`config.mk`:
```
export PLATFORM = sky130hd
export DESIGN_NAME = id_stage
export DESIGN_NICKNAME = d
export VERILOG_FILES = /design/src/hw/id_pkg.sv /design/src/hw/fwd_if.sv /design/src/hw/id_decoder.sv /design/src/hw/id_regfile.sv /design/src/hw/id_operand_fwd.sv /design/src/hw/id_branch_unit.sv /design/src/hw/id_output_reg.sv /design/src/hw/id_stage.sv
export SDC_FILE = /design/constraint.sdc
export NUM_CORES = 2
export LEC_CHECK = 0
export BUFFER_PORTS_ARGS = -buffer_cell sky130_fd_sc_hd__buf_2
export CAP_MARGIN = 20
export CORE_MARGIN = 4
export CORE_UTILIZATION = 25
export CTS_BUF_LIST = sky130_fd_sc_hd__clkbuf_4 sky130_fd_sc_hd__clkbuf_8 sky130_fd_sc_hd__clkbuf_16
export DETAILED_ROUTE_END_ITERATION = 8
export PLACE_DENSITY_LB_ADDON = 0.1
export SLEW_MARGIN = 0
export SYNTH_ARGS = -nofsm -noshare
export SYNTH_HDL_FRONTEND = slang
export SYNTH_SLANG_ARGS = --single-unit
```
`constraint.sdc`:
```
create_clock -name clk_i -period 9.2 [get_ports clk_i]
set_input_delay 1.38 -clock clk_i [delete_from_list [all_inputs] [get_ports clk_i]]
set_output_delay 1.38 -clock clk_i [all_outputs]
set_load 0.1 [all_outputs]
```
`src/hw/id_pkg.sv`:
```
package id_pkg;

    localparam int XLEN       = 32;
    localparam int REG_ADDR_W = 5;

    typedef logic [XLEN-1:0]       word_t;
    typedef logic [REG_ADDR_W-1:0] regaddr_t;
    typedef logic [6:0]            opcode_t;
    typedef logic [2:0]            funct3_t;
    typedef logic [6:0]            funct7_t;

    // major opcodes, RV32I base set only
    localparam opcode_t OP          = 7'b0110011;
    localparam opcode_t OP_IMM      = 7'b0010011;
    localparam opcode_t OP_LUI      = 7'b0110111;
    localparam opcode_t OP_AUIPC    = 7'b0010111;
    localparam opcode_t OP_JAL      = 7'b1101111;
    localparam opcode_t OP_JALR     = 7'b1100111;
    localparam opcode_t OP_BRANCH   = 7'b1100011;
    localparam opcode_t OP_LOAD     = 7'b0000011;
    localparam opcode_t OP_STORE    = 7'b0100011;
    localparam opcode_t OP_MISC_MEM = 7'b0001111;

    localparam funct3_t F3_SRL_SRA = 3'b101;
    localparam funct3_t F3_BEQ     = 3'b000;
    localparam funct3_t F3_BNE     = 3'b001;
    localparam funct3_t F3_BLT     = 3'b100;
    localparam funct3_t F3_BGE     = 3'b101;
    localparam funct3_t F3_BLTU    = 3'b110;
    localparam funct3_t F3_BGEU    = 3'b111;

    // {f7[0], f7[5], f3} or {2'b00, f3}
    typedef logic [4:0] alu_mode_t;
    localparam alu_mode_t ALU_ADD   = 5'b00000;
    localparam alu_mode_t ALU_COPY1 = 5'b11111;
    localparam alu_mode_t ALU_X     = 5'b00000;

    typedef enum logic [1:0] {
        ALU_OP1_X, ALU_OP1_RS1, ALU_OP1_IMMU
    } alu_op1_sel_t;

    typedef enum logic [2:0] {
        ALU_OP2_X, ALU_OP2_RS2, ALU_OP2_IMMI, ALU_OP2_IMMS, ALU_OP2_PC
    } alu_op2_sel_t;

    typedef enum logic [1:0] {
        PC_NEXT, PC_JUMP_REL, PC_JUMP_ABS, PC_BRANCH
    } pc_mode_t;

    typedef enum logic [1:0] { MA_X, MA_LOAD, MA_STORE } ma_mode_t;

    typedef logic [2:0] ma_size_t; // store funct3 encoding
    localparam ma_size_t MA_SIZE_W = 3'b010;

    typedef enum logic [1:0] { WB_SRC_X, WB_SRC_ALU, WB_SRC_MEM, WB_SRC_PC4 } wb_src_t;

    typedef struct packed {
        logic         halt;
        pc_mode_t     pc_mode;
        alu_op1_sel_t alu_op1;
        alu_op2_sel_t alu_op2;
        alu_mode_t    alu_mode;
        ma_mode_t     ma_mode;
        ma_size_t     ma_size;
        wb_src_t      wb_src;
        logic         ra_used;
        logic         rb_used;
    } ctrl_word_t;

    typedef struct packed {
        word_t imm_i;
        word_t imm_s;
        word_t imm_b;
        word_t imm_u;
        word_t imm_j;
    } imm_set_t;

    // bubble is addi x0, x0, 0
    localparam word_t     NOP_PC       = 32'h0000_0000;
    localparam word_t     NOP_IR       = 32'h0000_0013;
    localparam alu_mode_t NOP_ALU_MODE = ALU_ADD;
    localparam ma_mode_t  NOP_MA_MODE  = MA_X;
    localparam ma_size_t  NOP_MA_SIZE  = MA_SIZE_W;
    localparam wb_src_t   NOP_WB_SRC   = WB_SRC_X;

    localparam word_t PC_STEP = 32'd4;

endpackage

```
`src/hw/fwd_if.sv`:
```
`timescale 1ns/1ps

// write-back view of one later pipeline stage
interface fwd_if;

    id_pkg::regaddr_t addr;  // destination register
    id_pkg::word_t    data;
    logic             valid; // stage will write addr
    logic             ready; // data is final

    modport src (
        output addr,
        output data,
        output valid,
        output ready
    );

    modport dst (
        input addr,
        input data,
        input valid,
        input ready
    );

endinterface

```
`src/hw/id_decoder.sv`:
```
`timescale 1ns/1ps

module id_decoder (
    input  id_pkg::word_t      ir_i,
    output id_pkg::regaddr_t   rs1_o,
    output id_pkg::regaddr_t   rs2_o,
    output id_pkg::regaddr_t   rd_o,
    output id_pkg::funct3_t    funct3_o,
    output id_pkg::ctrl_word_t ctrl_o,
    output id_pkg::imm_set_t   imm_o
);

    id_pkg::opcode_t   opcode;
    id_pkg::funct7_t   funct7;
    id_pkg::alu_mode_t mode3; // funct3 only
    id_pkg::alu_mode_t mode7; // funct7 bits included

    always_comb begin
        opcode   = ir_i[6:0];
        rd_o     = ir_i[11:7];
        funct3_o = ir_i[14:12];
        rs1_o    = ir_i[19:15];
        rs2_o    = ir_i[24:20];
        funct7   = ir_i[31:25];

        imm_o.imm_i = {{20{ir_i[31]}}, ir_i[31:20]};
        imm_o.imm_s = {{20{ir_i[31]}}, ir_i[31:25], ir_i[11:7]};
        imm_o.imm_b = {{19{ir_i[31]}}, ir_i[31], ir_i[7], ir_i[30:25], ir_i[11:8], 1'b0};
        imm_o.imm_u = {ir_i[31:12], 12'b0};
        imm_o.imm_j = {{11{ir_i[31]}}, ir_i[31], ir_i[19:12], ir_i[20], ir_i[30:21], 1'b0};

        mode3 = {2'b00, funct3_o};
        mode7 = {funct7[0], funct7[5], funct3_o};
    end

    always_comb begin
        // do-nothing word, overridden below
        ctrl_o.halt     = 1'b0;
        ctrl_o.pc_mode  = id_pkg::PC_NEXT;
        ctrl_o.alu_op1  = id_pkg::ALU_OP1_X;
        ctrl_o.alu_op2  = id_pkg::ALU_OP2_X;
        ctrl_o.alu_mode = id_pkg::ALU_X;
        ctrl_o.ma_mode  = id_pkg::MA_X;
        ctrl_o.ma_size  = id_pkg::MA_SIZE_W;
        ctrl_o.wb_src   = id_pkg::WB_SRC_X;
        ctrl_o.ra_used  = 1'b0;
        ctrl_o.rb_used  = 1'b0;

        case (opcode)
            id_pkg::OP: begin
                ctrl_o.alu_op1  = id_pkg::ALU_OP1_RS1;
                ctrl_o.alu_op2  = id_pkg::ALU_OP2_RS2;
                ctrl_o.alu_mode = mode7;
                ctrl_o.wb_src   = id_pkg::WB_SRC_ALU;
                ctrl_o.ra_used  = 1'b1;
                ctrl_o.rb_used  = 1'b1;
            end
            id_pkg::OP_IMM: begin
                ctrl_o.alu_op1 = id_pkg::ALU_OP1_RS1;
                ctrl_o.alu_op2 = id_pkg::ALU_OP2_IMMI;
                // srai carries its mode in funct7
                if (funct3_o == id_pkg::F3_SRL_SRA && funct7[5])
                    ctrl_o.alu_mode = mode7;
                else
                    ctrl_o.alu_mode = mode3;
                ctrl_o.wb_src  = id_pkg::WB_SRC_ALU;
                ctrl_o.ra_used = 1'b1;
            end
            id_pkg::OP_LUI: begin
                ctrl_o.alu_op1  = id_pkg::ALU_OP1_IMMU;
                ctrl_o.alu_op2  = id_pkg::ALU_OP2_RS2;
                ctrl_o.alu_mode = id_pkg::ALU_COPY1;
                ctrl_o.wb_src   = id_pkg::WB_SRC_ALU;
                ctrl_o.rb_used  = 1'b1;
            end
            id_pkg::OP_AUIPC: begin
                ctrl_o.alu_op1  = id_pkg::ALU_OP1_IMMU;
                ctrl_o.alu_op2  = id_pkg::ALU_OP2_PC;
                ctrl_o.alu_mode = id_pkg::ALU_ADD;
                ctrl_o.wb_src   = id_pkg::WB_SRC_ALU;
            end
            id_pkg::OP_JAL: begin
                ctrl_o.pc_mode = id_pkg::PC_JUMP_REL;
                ctrl_o.wb_src  = id_pkg::WB_SRC_PC4; // link register
            end
            id_pkg::OP_JALR: begin
                ctrl_o.pc_mode = id_pkg::PC_JUMP_ABS;
                ctrl_o.wb_src  = id_pkg::WB_SRC_PC4;
                ctrl_o.ra_used = 1'b1;
            end
            id_pkg::OP_BRANCH: begin
                if (funct3_o inside {id_pkg::F3_BEQ, id_pkg::F3_BNE, id_pkg::F3_BLT,
                                     id_pkg::F3_BGE, id_pkg::F3_BLTU, id_pkg::F3_BGEU}) begin
                    ctrl_o.pc_mode = id_pkg::PC_BRANCH;
                    ctrl_o.ra_used = 1'b1;
                    ctrl_o.rb_used = 1'b1;
                end else begin
                    ctrl_o.halt = 1'b1;
                end
            end
            id_pkg::OP_LOAD, id_pkg::OP_STORE: begin
                ctrl_o.alu_op1  = id_pkg::ALU_OP1_RS1;
                ctrl_o.alu_mode = id_pkg::ALU_ADD; // address = rs1 + imm
                ctrl_o.ra_used  = 1'b1;
                ctrl_o.rb_used  = 1'b1;
                if (opcode == id_pkg::OP_LOAD) begin
                    ctrl_o.alu_op2 = id_pkg::ALU_OP2_IMMI;
                    ctrl_o.ma_mode = id_pkg::MA_LOAD;
                    ctrl_o.wb_src  = id_pkg::WB_SRC_MEM;
                end else begin
                    ctrl_o.alu_op2 = id_pkg::ALU_OP2_IMMS;
                    ctrl_o.ma_mode = id_pkg::MA_STORE;
                    ctrl_o.ma_size = funct3_o;
                end
            end
            id_pkg::OP_MISC_MEM: ; // fence is a no-op here
            default: ctrl_o.halt = 1'b1; // includes SYSTEM
        endcase
    end

endmodule

```
`src/hw/id_regfile.sv`:
```
`timescale 1ns/1ps

module id_regfile #(
    parameter int REG_COUNT = 32
) (
    input  logic             clk_i,
    input  logic             reset_i,
    input  id_pkg::regaddr_t rd_addr1_i,
    output id_pkg::word_t    rd_data1_o,
    input  id_pkg::regaddr_t rd_addr2_i,
    output id_pkg::word_t    rd_data2_o,
    input  id_pkg::regaddr_t wr_addr_i,
    input  id_pkg::word_t    wr_data_i,
    input  logic             wr_en_i
);

    localparam int IDX_W = $clog2(REG_COUNT);

    id_pkg::word_t regs [REG_COUNT];

    // addresses beyond the file read as zero
    always_comb begin
        rd_data1_o = (32'(rd_addr1_i) < REG_COUNT) ? regs[rd_addr1_i[IDX_W-1:0]] : '0;
        rd_data2_o = (32'(rd_addr2_i) < REG_COUNT) ? regs[rd_addr2_i[IDX_W-1:0]] : '0;
    end

    always_ff @(posedge clk_i) begin
        if (reset_i) begin
            for (int i = 0; i < REG_COUNT; i++)
                regs[i] <= '0;
        end else if (wr_en_i && wr_addr_i != '0 && 32'(wr_addr_i) < REG_COUNT) begin
            regs[wr_addr_i[IDX_W-1:0]] <= wr_data_i; // x0 stays zero
        end
    end

endmodule

```
`src/hw/id_operand_fwd.sv`:
```
`timescale 1ns/1ps

module id_operand_fwd (
    input  id_pkg::regaddr_t rs1_i,
    input  id_pkg::regaddr_t rs2_i,
    input  logic             ra_used_i,
    input  logic             rb_used_i,
    input  id_pkg::word_t    ra_i,       // register file values
    input  id_pkg::word_t    rb_i,
    fwd_if.dst               ex_fwd,
    fwd_if.dst               ma_fwd,
    fwd_if.dst               wb_fwd,
    output id_pkg::word_t    ra_fwd_o,
    output id_pkg::word_t    rb_fwd_o,
    output logic             hazard_o
);

    // newest pending write wins
    function automatic id_pkg::word_t pick(id_pkg::regaddr_t rs, id_pkg::word_t rf_val);
        if (rs == '0)
            return rf_val;
        else if (ex_fwd.valid && ex_fwd.addr == rs)
            return ex_fwd.data;
        else if (ma_fwd.valid && ma_fwd.addr == rs)
            return ma_fwd.data;
        else if (wb_fwd.valid && wb_fwd.addr == rs)
            return wb_fwd.data;
        else
            return rf_val;
    endfunction

    // value not produced yet, e.g. load still in flight
    function automatic logic pending(id_pkg::regaddr_t rs);
        return (ex_fwd.valid && !ex_fwd.ready && ex_fwd.addr == rs)
            || (ma_fwd.valid && !ma_fwd.ready && ma_fwd.addr == rs);
    endfunction

    always_comb begin
        ra_fwd_o = pick(rs1_i, ra_i);
        rb_fwd_o = pick(rs2_i, rb_i);
        hazard_o = (ra_used_i && rs1_i != '0 && pending(rs1_i))
                || (rb_used_i && rs2_i != '0 && pending(rs2_i));
    end

endmodule

```
`src/hw/id_branch_unit.sv`:
```
`timescale 1ns/1ps

module id_branch_unit (
    input  id_pkg::word_t    pc_i,
    input  id_pkg::funct3_t  funct3_i,
    input  id_pkg::pc_mode_t pc_mode_i,
    input  id_pkg::imm_set_t imm_i,
    input  id_pkg::word_t    ra_i,
    input  id_pkg::word_t    rb_i,
    output id_pkg::word_t    jmp_addr_o,
    output logic             jmp_valid_o
);

    logic cond; // raw compare before inversion

    always_comb begin
        case (funct3_i[2:1])
            2'b00:   cond = (ra_i == rb_i);
            2'b10:   cond = ($signed(ra_i) < $signed(rb_i));
            2'b11:   cond = (ra_i < rb_i);
            default: cond = 1'b0; // decoder halts on these
        endcase
    end

    always_comb begin
        case (pc_mode_i)
            id_pkg::PC_JUMP_REL: begin
                jmp_valid_o = 1'b1;
                jmp_addr_o  = pc_i + imm_i.imm_j;
            end
            id_pkg::PC_JUMP_ABS: begin
                jmp_valid_o = 1'b1;
                jmp_addr_o  = ra_i + imm_i.imm_i;
            end
            id_pkg::PC_BRANCH: begin
                jmp_valid_o = cond ^ funct3_i[0]; // bne, bge, bgeu invert
                jmp_addr_o  = pc_i + imm_i.imm_b;
            end
            default: begin
                jmp_valid_o = 1'b0;
                jmp_addr_o  = '0;
            end
        endcase
    end

endmodule

```
`src/hw/id_output_reg.sv`:
```
`timescale 1ns/1ps

module id_output_reg (
    input  logic               clk_i,
    input  logic               reset_i,
    input  logic               hazard_i,
    input  id_pkg::word_t      pc_i,
    input  id_pkg::word_t      ir_i,
    input  id_pkg::regaddr_t   rd_i,
    input  id_pkg::ctrl_word_t ctrl_i,
    input  id_pkg::imm_set_t   imm_i,
    input  id_pkg::word_t      ra_i,     // forwarded operands
    input  id_pkg::word_t      rb_i,
    output id_pkg::word_t      pc_o,
    output id_pkg::word_t      ir_o,
    output id_pkg::word_t      alu_op1_o,
    output id_pkg::word_t      alu_op2_o,
    output id_pkg::alu_mode_t  alu_mode_o,
    output id_pkg::ma_mode_t   ma_mode_o,
    output id_pkg::ma_size_t   ma_size_o,
    output id_pkg::word_t      ma_data_o,
    output id_pkg::wb_src_t    wb_src_o,
    output id_pkg::word_t      wb_data_o,
    output logic               wb_valid_o,
    output logic               halt_o
);

    id_pkg::word_t op1;
    id_pkg::word_t op2;

    always_comb begin
        case (ctrl_i.alu_op1)
            id_pkg::ALU_OP1_RS1:  op1 = ra_i;
            id_pkg::ALU_OP1_IMMU: op1 = imm_i.imm_u;
            default:              op1 = '0;
        endcase
        case (ctrl_i.alu_op2)
            id_pkg::ALU_OP2_RS2:  op2 = rb_i;
            id_pkg::ALU_OP2_IMMI: op2 = imm_i.imm_i;
            id_pkg::ALU_OP2_IMMS: op2 = imm_i.imm_s;
            id_pkg::ALU_OP2_PC:   op2 = pc_i;
            default:              op2 = '0;
        endcase
    end

    always_ff @(posedge clk_i) begin
        if (reset_i || hazard_i) begin
            // bubble
            pc_o       <= id_pkg::NOP_PC;
            ir_o       <= id_pkg::NOP_IR;
            alu_op1_o  <= '0;
            alu_op2_o  <= '0;
            alu_mode_o <= id_pkg::NOP_ALU_MODE;
            ma_mode_o  <= id_pkg::NOP_MA_MODE;
            ma_size_o  <= id_pkg::NOP_MA_SIZE;
            ma_data_o  <= '0;
            wb_src_o   <= id_pkg::NOP_WB_SRC;
            wb_data_o  <= '0;
            wb_valid_o <= 1'b0;
            halt_o     <= 1'b0;
        end else begin
            pc_o       <= pc_i;
            ir_o       <= ir_i;
            alu_op1_o  <= op1;
            alu_op2_o  <= op2;
            alu_mode_o <= ctrl_i.alu_mode;
            ma_mode_o  <= ctrl_i.ma_mode;
            ma_size_o  <= ctrl_i.ma_size;
            ma_data_o  <= rb_i;                   // store data
            wb_src_o   <= ctrl_i.wb_src;
            wb_data_o  <= pc_i + id_pkg::PC_STEP; // link address
            wb_valid_o <= (ctrl_i.wb_src != id_pkg::WB_SRC_X) && (rd_i != '0);
            halt_o     <= ctrl_i.halt;
        end
    end

endmodule

```
`src/hw/id_stage.sv`:
```
`timescale 1ns/1ps

module id_stage #(
    parameter int REG_COUNT = 32
) (
    input  logic              clk_i,
    input  logic              reset_i,
    input  id_pkg::word_t     pc_i,
    input  id_pkg::word_t     ir_i,
    input  id_pkg::regaddr_t  ex_wb_addr_i,
    input  id_pkg::word_t     ex_wb_data_i,
    input  logic              ex_wb_valid_i,
    input  logic              ex_wb_ready_i,
    input  id_pkg::regaddr_t  ma_wb_addr_i,
    input  id_pkg::word_t     ma_wb_data_i,
    input  logic              ma_wb_valid_i,
    input  logic              ma_wb_ready_i,
    input  id_pkg::regaddr_t  wb_addr_i,
    input  id_pkg::word_t     wb_data_i,
    input  logic              wb_valid_i,
    output logic              ready_async_o,
    output id_pkg::word_t     jmp_addr_async_o,
    output logic              jmp_valid_async_o,
    output id_pkg::word_t     pc_o,
    output id_pkg::word_t     ir_o,
    output id_pkg::word_t     alu_op1_o,
    output id_pkg::word_t     alu_op2_o,
    output id_pkg::alu_mode_t alu_mode_o,
    output id_pkg::ma_mode_t  ma_mode_o,
    output id_pkg::ma_size_t  ma_size_o,
    output id_pkg::word_t     ma_data_o,
    output id_pkg::wb_src_t   wb_src_o,
    output id_pkg::word_t     wb_data_o,
    output logic              wb_valid_o,
    output logic              halt_o
);

    id_pkg::regaddr_t   rs1, rs2, rd;
    id_pkg::funct3_t    funct3;
    id_pkg::ctrl_word_t ctrl;
    id_pkg::imm_set_t   imm;
    id_pkg::word_t      ra, rb, ra_fwd, rb_fwd;
    id_pkg::word_t      jmp_addr;
    logic               jmp_valid;
    logic               hazard;

    fwd_if ex_fwd ();
    fwd_if ma_fwd ();
    fwd_if wb_fwd ();

    assign ex_fwd.addr  = ex_wb_addr_i;
    assign ex_fwd.data  = ex_wb_data_i;
    assign ex_fwd.valid = ex_wb_valid_i;
    assign ex_fwd.ready = ex_wb_ready_i;
    assign ma_fwd.addr  = ma_wb_addr_i;
    assign ma_fwd.data  = ma_wb_data_i;
    assign ma_fwd.valid = ma_wb_valid_i;
    assign ma_fwd.ready = ma_wb_ready_i;
    assign wb_fwd.addr  = wb_addr_i;
    assign wb_fwd.data  = wb_data_i;
    assign wb_fwd.valid = wb_valid_i;
    assign wb_fwd.ready = 1'b1; // wb data is always final

    id_decoder u_decoder (
        .ir_i (ir_i), .rs1_o (rs1), .rs2_o (rs2), .rd_o (rd),
        .funct3_o (funct3), .ctrl_o (ctrl), .imm_o (imm)
    );

    id_regfile #(.REG_COUNT(REG_COUNT)) u_regfile (
        .clk_i (clk_i), .reset_i (reset_i),
        .rd_addr1_i (rs1), .rd_data1_o (ra),
        .rd_addr2_i (rs2), .rd_data2_o (rb),
        .wr_addr_i (wb_addr_i), .wr_data_i (wb_data_i), .wr_en_i (wb_valid_i)
    );

    id_operand_fwd u_fwd (
        .rs1_i (rs1), .rs2_i (rs2), .ra_used_i (ctrl.ra_used), .rb_used_i (ctrl.rb_used),
        .ra_i (ra), .rb_i (rb), .ex_fwd (ex_fwd), .ma_fwd (ma_fwd), .wb_fwd (wb_fwd),
        .ra_fwd_o (ra_fwd), .rb_fwd_o (rb_fwd), .hazard_o (hazard)
    );

    id_branch_unit u_branch (
        .pc_i (pc_i), .funct3_i (funct3), .pc_mode_i (ctrl.pc_mode), .imm_i (imm),
        .ra_i (ra_fwd), .rb_i (rb_fwd), .jmp_addr_o (jmp_addr), .jmp_valid_o (jmp_valid)
    );

    id_output_reg u_out (
        .clk_i (clk_i), .reset_i (reset_i), .hazard_i (hazard),
        .pc_i (pc_i), .ir_i (ir_i), .rd_i (rd), .ctrl_i (ctrl), .imm_i (imm),
        .ra_i (ra_fwd), .rb_i (rb_fwd),
        .pc_o (pc_o), .ir_o (ir_o), .alu_op1_o (alu_op1_o), .alu_op2_o (alu_op2_o),
        .alu_mode_o (alu_mode_o), .ma_mode_o (ma_mode_o), .ma_size_o (ma_size_o),
        .ma_data_o (ma_data_o), .wb_src_o (wb_src_o), .wb_data_o (wb_data_o),
        .wb_valid_o (wb_valid_o), .halt_o (halt_o)
    );

    // fetch sees no jump and a ready stage while in reset
    assign ready_async_o     = reset_i || !hazard;
    assign jmp_valid_async_o = !reset_i && jmp_valid;
    assign jmp_addr_async_o  = reset_i ? '0 : jmp_addr;

endmodule

```
Word-level counts from Yosys, hierarchy flattened

Memories as Yosys holds them, arrays and structs flattened.
Index checks and enable logic that the tools add are counted.

Multiplexer cells: 34
Bitwise gates (word level): 2
Reduce and logical (&&, ||, !) cells: 49
Order comparisons: 2
Add/sub/neg operators: 4
Eq/ne operators: 33

Operator list:

| cell                                          | number |
|---|---|
| 2-to-1 mux 32 bit                             | 10 |
| one-hot mux 32 bit (4 select lines)           | 1 |
| adder 32 bit                                  | 3 |
| one-hot mux 32 bit (3 select lines)           | 1 |
| < comparator 32 bit                           | 2 |
| one-hot mux 32 bit (2 select lines)           | 1 |
| one-hot mux 10 bit (5 select lines)           | 1 |
| adder 32 x 3 -> 32 bit, second input constant | 1 |
| == test 32 bit                                | 1 |
| OR reduction 32 bit                           | 1 |
| == test 5 bit                                 | 6 |
| == test 7 x 6 -> 1 bit, second input constant | 3 |
| == test 7 bit, second input constant          | 3 |
| logical AND 1 bit                             | 20 |
| nonzero test 5 bit                            | 4 |
| == test 3 bit, second input constant          | 5 |
| == test 7 x 5 -> 1 bit, second input constant | 2 |
| one-hot mux 2 bit (3 select lines)            | 2 |
| == test 2 bit, second input constant          | 5 |
| logical NOT 5 bit                             | 2 |
| 2-to-1 mux 5 bit                              | 2 |
| OR reduction 9 bit                            | 1 |
| 2-to-1 mux 1 bit                              | 8 |
| one-hot mux 1 bit (2 select lines)            | 4 |
| other kinds (19)                              | 35 |

Bits in registers: 206
Memory bits (writable): 1024
Memories: 1
Logic and storage cells: 137
Bits of input ports: 182
Output and inout bits: 240

Memories:

| memory         | depth | bits a word | read ports | clocked after Yosys merged registers in | wr ports | line             | RTL |
|---|---|---|---|---|---|---|---|
| u_regfile.regs | 32    | 32          | 2          | 0                                       | 32       | id_regfile.sv:19 | `id_pkg::word_t regs [REG_COUNT];` |

Longest topological paths before layout

Word-level depth: 11
Mapped depth: 23
Gate-level depth less buffers: 20

By module

A second synthesis with hierarchy kept.

Cells, all modules: 6693
Area, all modules: 72464.5 um2

By module, submodules not included:

| module         | instances | cells an instance | area an instance (um2) | seq. area each (um2) |
|---|---|---|---|---|
| id_regfile     | 1         | 4605              | 55888.6                | 30749.5 |
| id_output_reg  | 1         | 650               | 6800.3                 | 4083.9 |
| id_branch_unit | 1         | 652               | 4853.4                 | 0.0 |
| id_operand_fwd | 1         | 514               | 2997.9                 | 0.0 |
| id_decoder     | 1         | 234               | 1690.4                 | 0.0 |
| id_stage       | 1         | 38                | 234.0                  | 0.0 |

Worst setup path before layout

Ideal clock, no wire load.

Kind: input to output
From: in ir_i[5]
To: out jmp_addr_async_o[24]
Arrival time: 7.785 ns
Slack: 0.035 ns
Required time: 7.820 ns
Path buffers: 5
Stages on the path: 21
Cell sequence: buf_2 > nor2b_1 > clkbuf_2 > nand2_1 > nor3_1 > clkbuf_1 > clkbuf_1 > ha_1 > clkbuf_1 > nand2_1 > o21ai_0 > ha_1 > a21o_1 > a211oi_1 > o21ai_1 > a221o_1 > or2_2 > a211oi_1 > or4_1 > nand2_1 > o32ai_1

Word-level cells in the longest chain between the ends: 5
Elaborated cells on any way between the ends: 9
Classes of those cells: 6 x eq/ne; 3 x mux

RTL lines:

| item                                                    | line                 | RTL |
|---|---|---|
| start: declaration                                      | id_stage.sv:9        | `input id_pkg::word_t ir_i,` |
| == test 7 bit                                           | id_decoder.sv:49     | `case (opcode)` |
| one-hot mux 2 bit (3 select lines) (*)                  | id_decoder.sv:49     |  |
| == test 2 bit or == test 2 x 1 -> 1 bit (tied branches) | id_branch_unit.sv:26 | `case (pc_mode_i)` |
| one-hot mux 32 bit (3 select lines) (*)                 | id_branch_unit.sv:26 |  |
| 2-to-1 mux 32 bit (*)                                   | id_stage.sv:100      | `assign jmp_addr_async_o = reset_i ? '0 : jmp_addr;` |
| end: declaration                                        | id_stage.sv:22       | `output id_pkg::word_t jmp_addr_async_o,` |

Every way passes the cells marked *; elsewhere a longest branch is shown, timed or not.

Worst setup path in the final report

From: in ir_i[15]
To: out jmp_addr_async_o[29]

Word-level cells in the longest chain between the ends: 9
Elaborated cells on any way between the ends: 16
Classes of those cells: 2 x add/sub; 3 x eq/ne; 6 x mux; 4 x reduce/logical; 1 x memory

RTL lines:

| item                                                              | line |
|---|---|
| branches (longest 7 deep; another with memory read (32 x 32 bit)) | n/a |
| one-hot mux 32 bit (3 select lines) (*)                           | id_branch_unit.sv:26 |
| 2-to-1 mux 32 bit (*)                                             | id_stage.sv:100 |

Mark *: on every way between the ends.

==> results.sh <==
export IMPL_syn_area_cell_um2=13.6
export IMPL_drt_wl_total_mm=309
export IMPL_place_congestion=0.901
export IMPL_final_period_minus_worst_setup_slack_ns=8.75
export IMPL_irDropWorstVdd_uv=207
export IMPL_r2r_slack_ns=6.09
export IMPL_ys_seq_area_share_pct=51.6
export IMPL_cts_reportedPaths_clkPinSlew_ns=0.06
export IMPL_final_setup_viol_count=0
export IMPL_placement_cell_area_mm2=0.0747
export IMPL_tritoncts_num_buffers=147
export IMPL_cpMaxStageDelayCell="mux4_2"
export IMPL_ctsHoldBuffers=0
export IMPL_max_stage_delay_ns=0.50
export IMPL_sequence_of_cells_on_the_critical_path="buf_8 -> buf_12 -> buf_4 -> mux4_2 -> mux4_2 -> mux2i_1 -> buf_4 -> a21oi_1 -> a22oi_1 -> o221ai_1 -> ha_1 -> o21a_1 -> nor2_1 -> a211oi_1 -> nand4bb_1 -> nand3_1 -> a32oi_1 -> a31oi_1 -> xor2_1 -> o22ai_1 -> buf_4 -> buf_12"
export IMPL_crit_reg2reg_capture="u_out.alu_op1_o[1]$_SDFF_PP0_"
export IMPL_drt_antenna_violating_nets=0
export IMPL_overflow=0
export IMPL_coreArea_mm2=0.268
export IMPL_min_delay_start="ir_i[1]"
export IMPL_fillCellCount=26800
export IMPL_crit_required_ns=7.82
export IMPL_clock_sinks=1228
export IMPL_rel_slew_slack_pct=23.9
export IMPL_dr_pass1_iters=5
export IMPL_run_status="finished, final reports clean"
export IMPL_sequential_cell_area_mm2=0.0348
export IMPL_die_height_um=527
export IMPL_vias_per_cell=5.14
export IMPL_startpoint="ir_i[15]"
export IMPL_detailroute_via_count=46300
export IMPL_finalHoldViolations=0
export IMPL_number_of_antenna_violations_at_the_first_check_in_global_routing=96
export IMPL_post_synth_edffs=1024
export IMPL_cap_violations=0
export IMPL_std_cell_rows=190
export IMPL_yosys_warnings=0
export IMPL_worstSetupEndpoint="jmp_addr_async_o[29]"
export IMPL_grt_first_pass_wirelength_mm=420
export IMPL_finClkSkew_ns=0.0445
export IMPL_multi_input_area_mm2=0.0309
export IMPL_final_cells=9008
export IMPL_ff2ff_path_depth=7
export IMPL_tightest_slew_ns=1.13
export IMPL_layout_commonest_cell="and2_1"
export IMPL_hold_crit_path_type="primary input to flip-flop"
export IMPL_die_w_um=527
export IMPL_worst_r2r_startpoint="u_regfile.regs[3][1]$_SDFFCE_PN0P_"
export IMPL_leakage_nw=28.1
export IMPL_buffer_ports_inserted=421
export IMPL_synth_unique_cells=76
export IMPL_cts_tree="done"
export IMPL_grtUsageTotal_pct=21.8
export IMPL_netlist_instances=4949
export IMPL_power_density_mw_per_mm2=191
export IMPL_cts_root_to_sink_buffers=3
export IMPL_rsz0062_at_grt="no"
export IMPL_setup_worst_path_end_class="output pin"
export IMPL_placed_cells_incl_taps=8702
export IMPL_grt_max_degree=73
export IMPL_totalNegativeSetupSlack_ns=0
export IMPL_asyncSetResetFlopFracSynth_pct=0
export IMPL_cts_post_setup_buffers_inserted=0
export IMPL_dominantRegCellSynth="edfxtp_1"
export IMPL_timing_hold_ws_ns=0.796
export IMPL_clock_network_latency_to_the_later_pin_of_the_worst_skew_pair_ns=0.83
export IMPL_number_of_global_route_vias_before_repair=46800
export IMPL_detailedPlacementHpwl_mm=200
export IMPL_clock_tree_htree_level_count=4
export IMPL_post_synthesis_instance_area_mm2=0.0675
export IMPL_area_delta_synth_final_pct=18.1
export IMPL_crit_fanout=31
export IMPL_final_layout_size_suffix_gt1_share_pct=29.7
export IMPL_final_area_mm2=0.0797
export IMPL_cp_start_kind="primary input"
export IMPL_initial_core_util_pct=25.2
export IMPL_post_route_period_util_pct=95.1
export IMPL_design_die_area_mm2=0.278
export IMPL_crit_arrival_ns=7.37
export IMPL_nets=5582
export IMPL_detail_route_drc_violations=0
export IMPL_synthesized_flop_and_latch_total=1228
export IMPL_root_buffer="clkbuf_16"
export IMPL_criticalPathCategory="primary input to output pin"
export IMPL_maximum_clock_rate_mhz=114
export IMPL_fin_total_pwr_mw=15.2
export IMPL_path_common_cell="buf_4"
export IMPL_detailedRoute_firstIterationViolations=4520
export IMPL_finalMaxSlewViolations=0
export IMPL_post_cts_resize_count=0
export IMPL_pin_count=422
export IMPL_route_detailed_wl_per_inst_um=34.3
export IMPL_layout_cells_most_common_list="and2_1 (1029), edfxtp_1 (1024), mux4_2 (638), buf_2 (388), dfxtp_1 (204)"
-- registers in the layout (all words and copies together), names as in the netlist --
signal	flops
u_out.wb_data_o	32
u_out.ma_data_o	32
u_out.alu_op1_o	32
u_out.wb_src_o	2
u_out.alu_mode_o	5
u_out.halt_o	1
u_out.ma_mode_o	2
u_out.ma_size_o	3
u_regfile.regs	1024
u_out.alu_op2_o	32
u_out.ir_o	32
u_out.wb_valid_o	1
u_out.pc_o	30
-- worst max-delay path: cells and delay by family --
| kind | cells | cell delay, ns |
|---|---|---|
| compound gates | 8 | 1.93 |
| mux | 3 | 1.43 |
| buf+inv | 6 | 1.43 |
| simple gates | 3 | 0.57 |
| fa+ha+maj | 1 | 0.43 |
| xor+xnor | 1 | 0.16 |
-- layer usage --
metal,wire (um),GRT usage (%),up-vias
met4,8520,5.99,24
met3,17500,3.16,353
li1,-,-,19500
met1,130000,28.5,24600
met5,176,0,-
met2,153000,37.6,1811
-- synth_stat cells, types with 5 or more instances --
cell / count / area share, %
and2_1: 1029 / 9.5
edfxtp_1: 1024 / 46
mux4_2: 638 / 21
clkbuf_1: 324 / 1.8
nor2_1: 215 / 1.2
dfxtp_1: 204 / 6.1
nand2_1: 194 / 1.1
a21oi_1: 172 / 1.3
ha_1: 99 / 1.8
o21ai_0: 87 / 0.65
buf_2: 80 / 0.59
nand3_1: 72 / 0.53
nor3_1: 69 / 0.51
xor2_1: 58 / 0.75
xnor2_1: 44 / 0.57
mux2i_1: 40 / 0.59
or2_2: 38 / 0.35
a211oi_1: 37 / 0.41
inv_1: 37 / 0.21
buf_1: 36 / 0.20
o21ai_1: 34 / 0.25
a31oi_1: 29 / 0.27
nor2b_1: 29 / 0.27
nand2b_1: 28 / 0.26
a22o_1: 27 / 0.35
and3_1: 25 / 0.23
a21o_1: 24 / 0.27
a22oi_1: 21 / 0.23
o21a_1: 20 / 0.22
nand4_1: 19 / 0.18
nor4_1: 18 / 0.17
o22a_1: 18 / 0.23
buf_6: 13 / 0.22
o211ai_1: 13 / 0.14
mux2_2: 12 / 0.20
o22ai_1: 11 / 0.10
or3_1: 10 / 0.093
a2bb2oi_1: 8 / 0.10
o221ai_1: 8 / 0.10
buf_4: 6 / 0.067
a32oi_1: 5 / 0.065
nand3b_1: 5 / 0.056
nor3b_1: 5 / 0.056
-- layout make-up --
cell class | instances | area share, %
Sequential cell | 1228 | 43.7
Multi-Input combinational cell | 3252 | 38.8
Tap cell | 3552 | 5.58
Timing Repair Buffer | 630 | 5.49
Clock buffer | 194 | 5.22
Clock inverter | 71 | 0.854
Inverter | 40 | 0.195
Antenna cell | 41 | 0.129
-- metrics by stage --
| stage | setup slack [ns] | utilization [%] |
|---|---|---|
| CTS | 0.357 | 29.7 |
| finish | 0.450 | 29.7 |
| floorplan | 0.0347 | - |
| global route | 0.0315 | 29.7 |
| detailed placement | 0.363 | 27.9 |
| global placement | 0.361 | 27.9 |
-- worst min-delay path by stage --
stage | cells past startpoint | slack (ns) | endpoint
3_5_place_dp | 5 | 1.22 | u_out.alu_op1_o[4]$_SDFF_PP0_
3_3_place_gp | 5 | 1.19 | u_out.ma_data_o[24]$_SDFF_PP0_
4_1_cts | 2 | 0.71 | u_out.ir_o[1]$_SDFF_PP1_
5_1_grt | 2 | 0.76 | u_out.ir_o[1]$_SDFF_PP1_
6_report | 2 | 0.80 | u_out.ir_o[1]$_SDFF_PP1_
2_1_floorplan | 4 | 0.80 | u_out.alu_op1_o[31]$_SDFF_PP0_
-- logic make-up after synthesis --
logic type / synth area share, %
compound gates: 5.21
xor+xnor: 1.32
fa+ha+maj: 1.90
buf+inv: 3.11
flops: 51.6
mux: 22.1
other cells: 0.00556
simple gates: 14.7
-- where the power goes --
group / switching [mW] / leakage (nW) / internal [mW] / total, mW
clock network: 2.55 / 2.42 / 3.42 / 5.97
logic: 1.80 / 14.2 / 0.976 / 2.77
registers: 0.142 / 11.4 / 6.32 / 6.46
(Power assumes the default switching activity.)
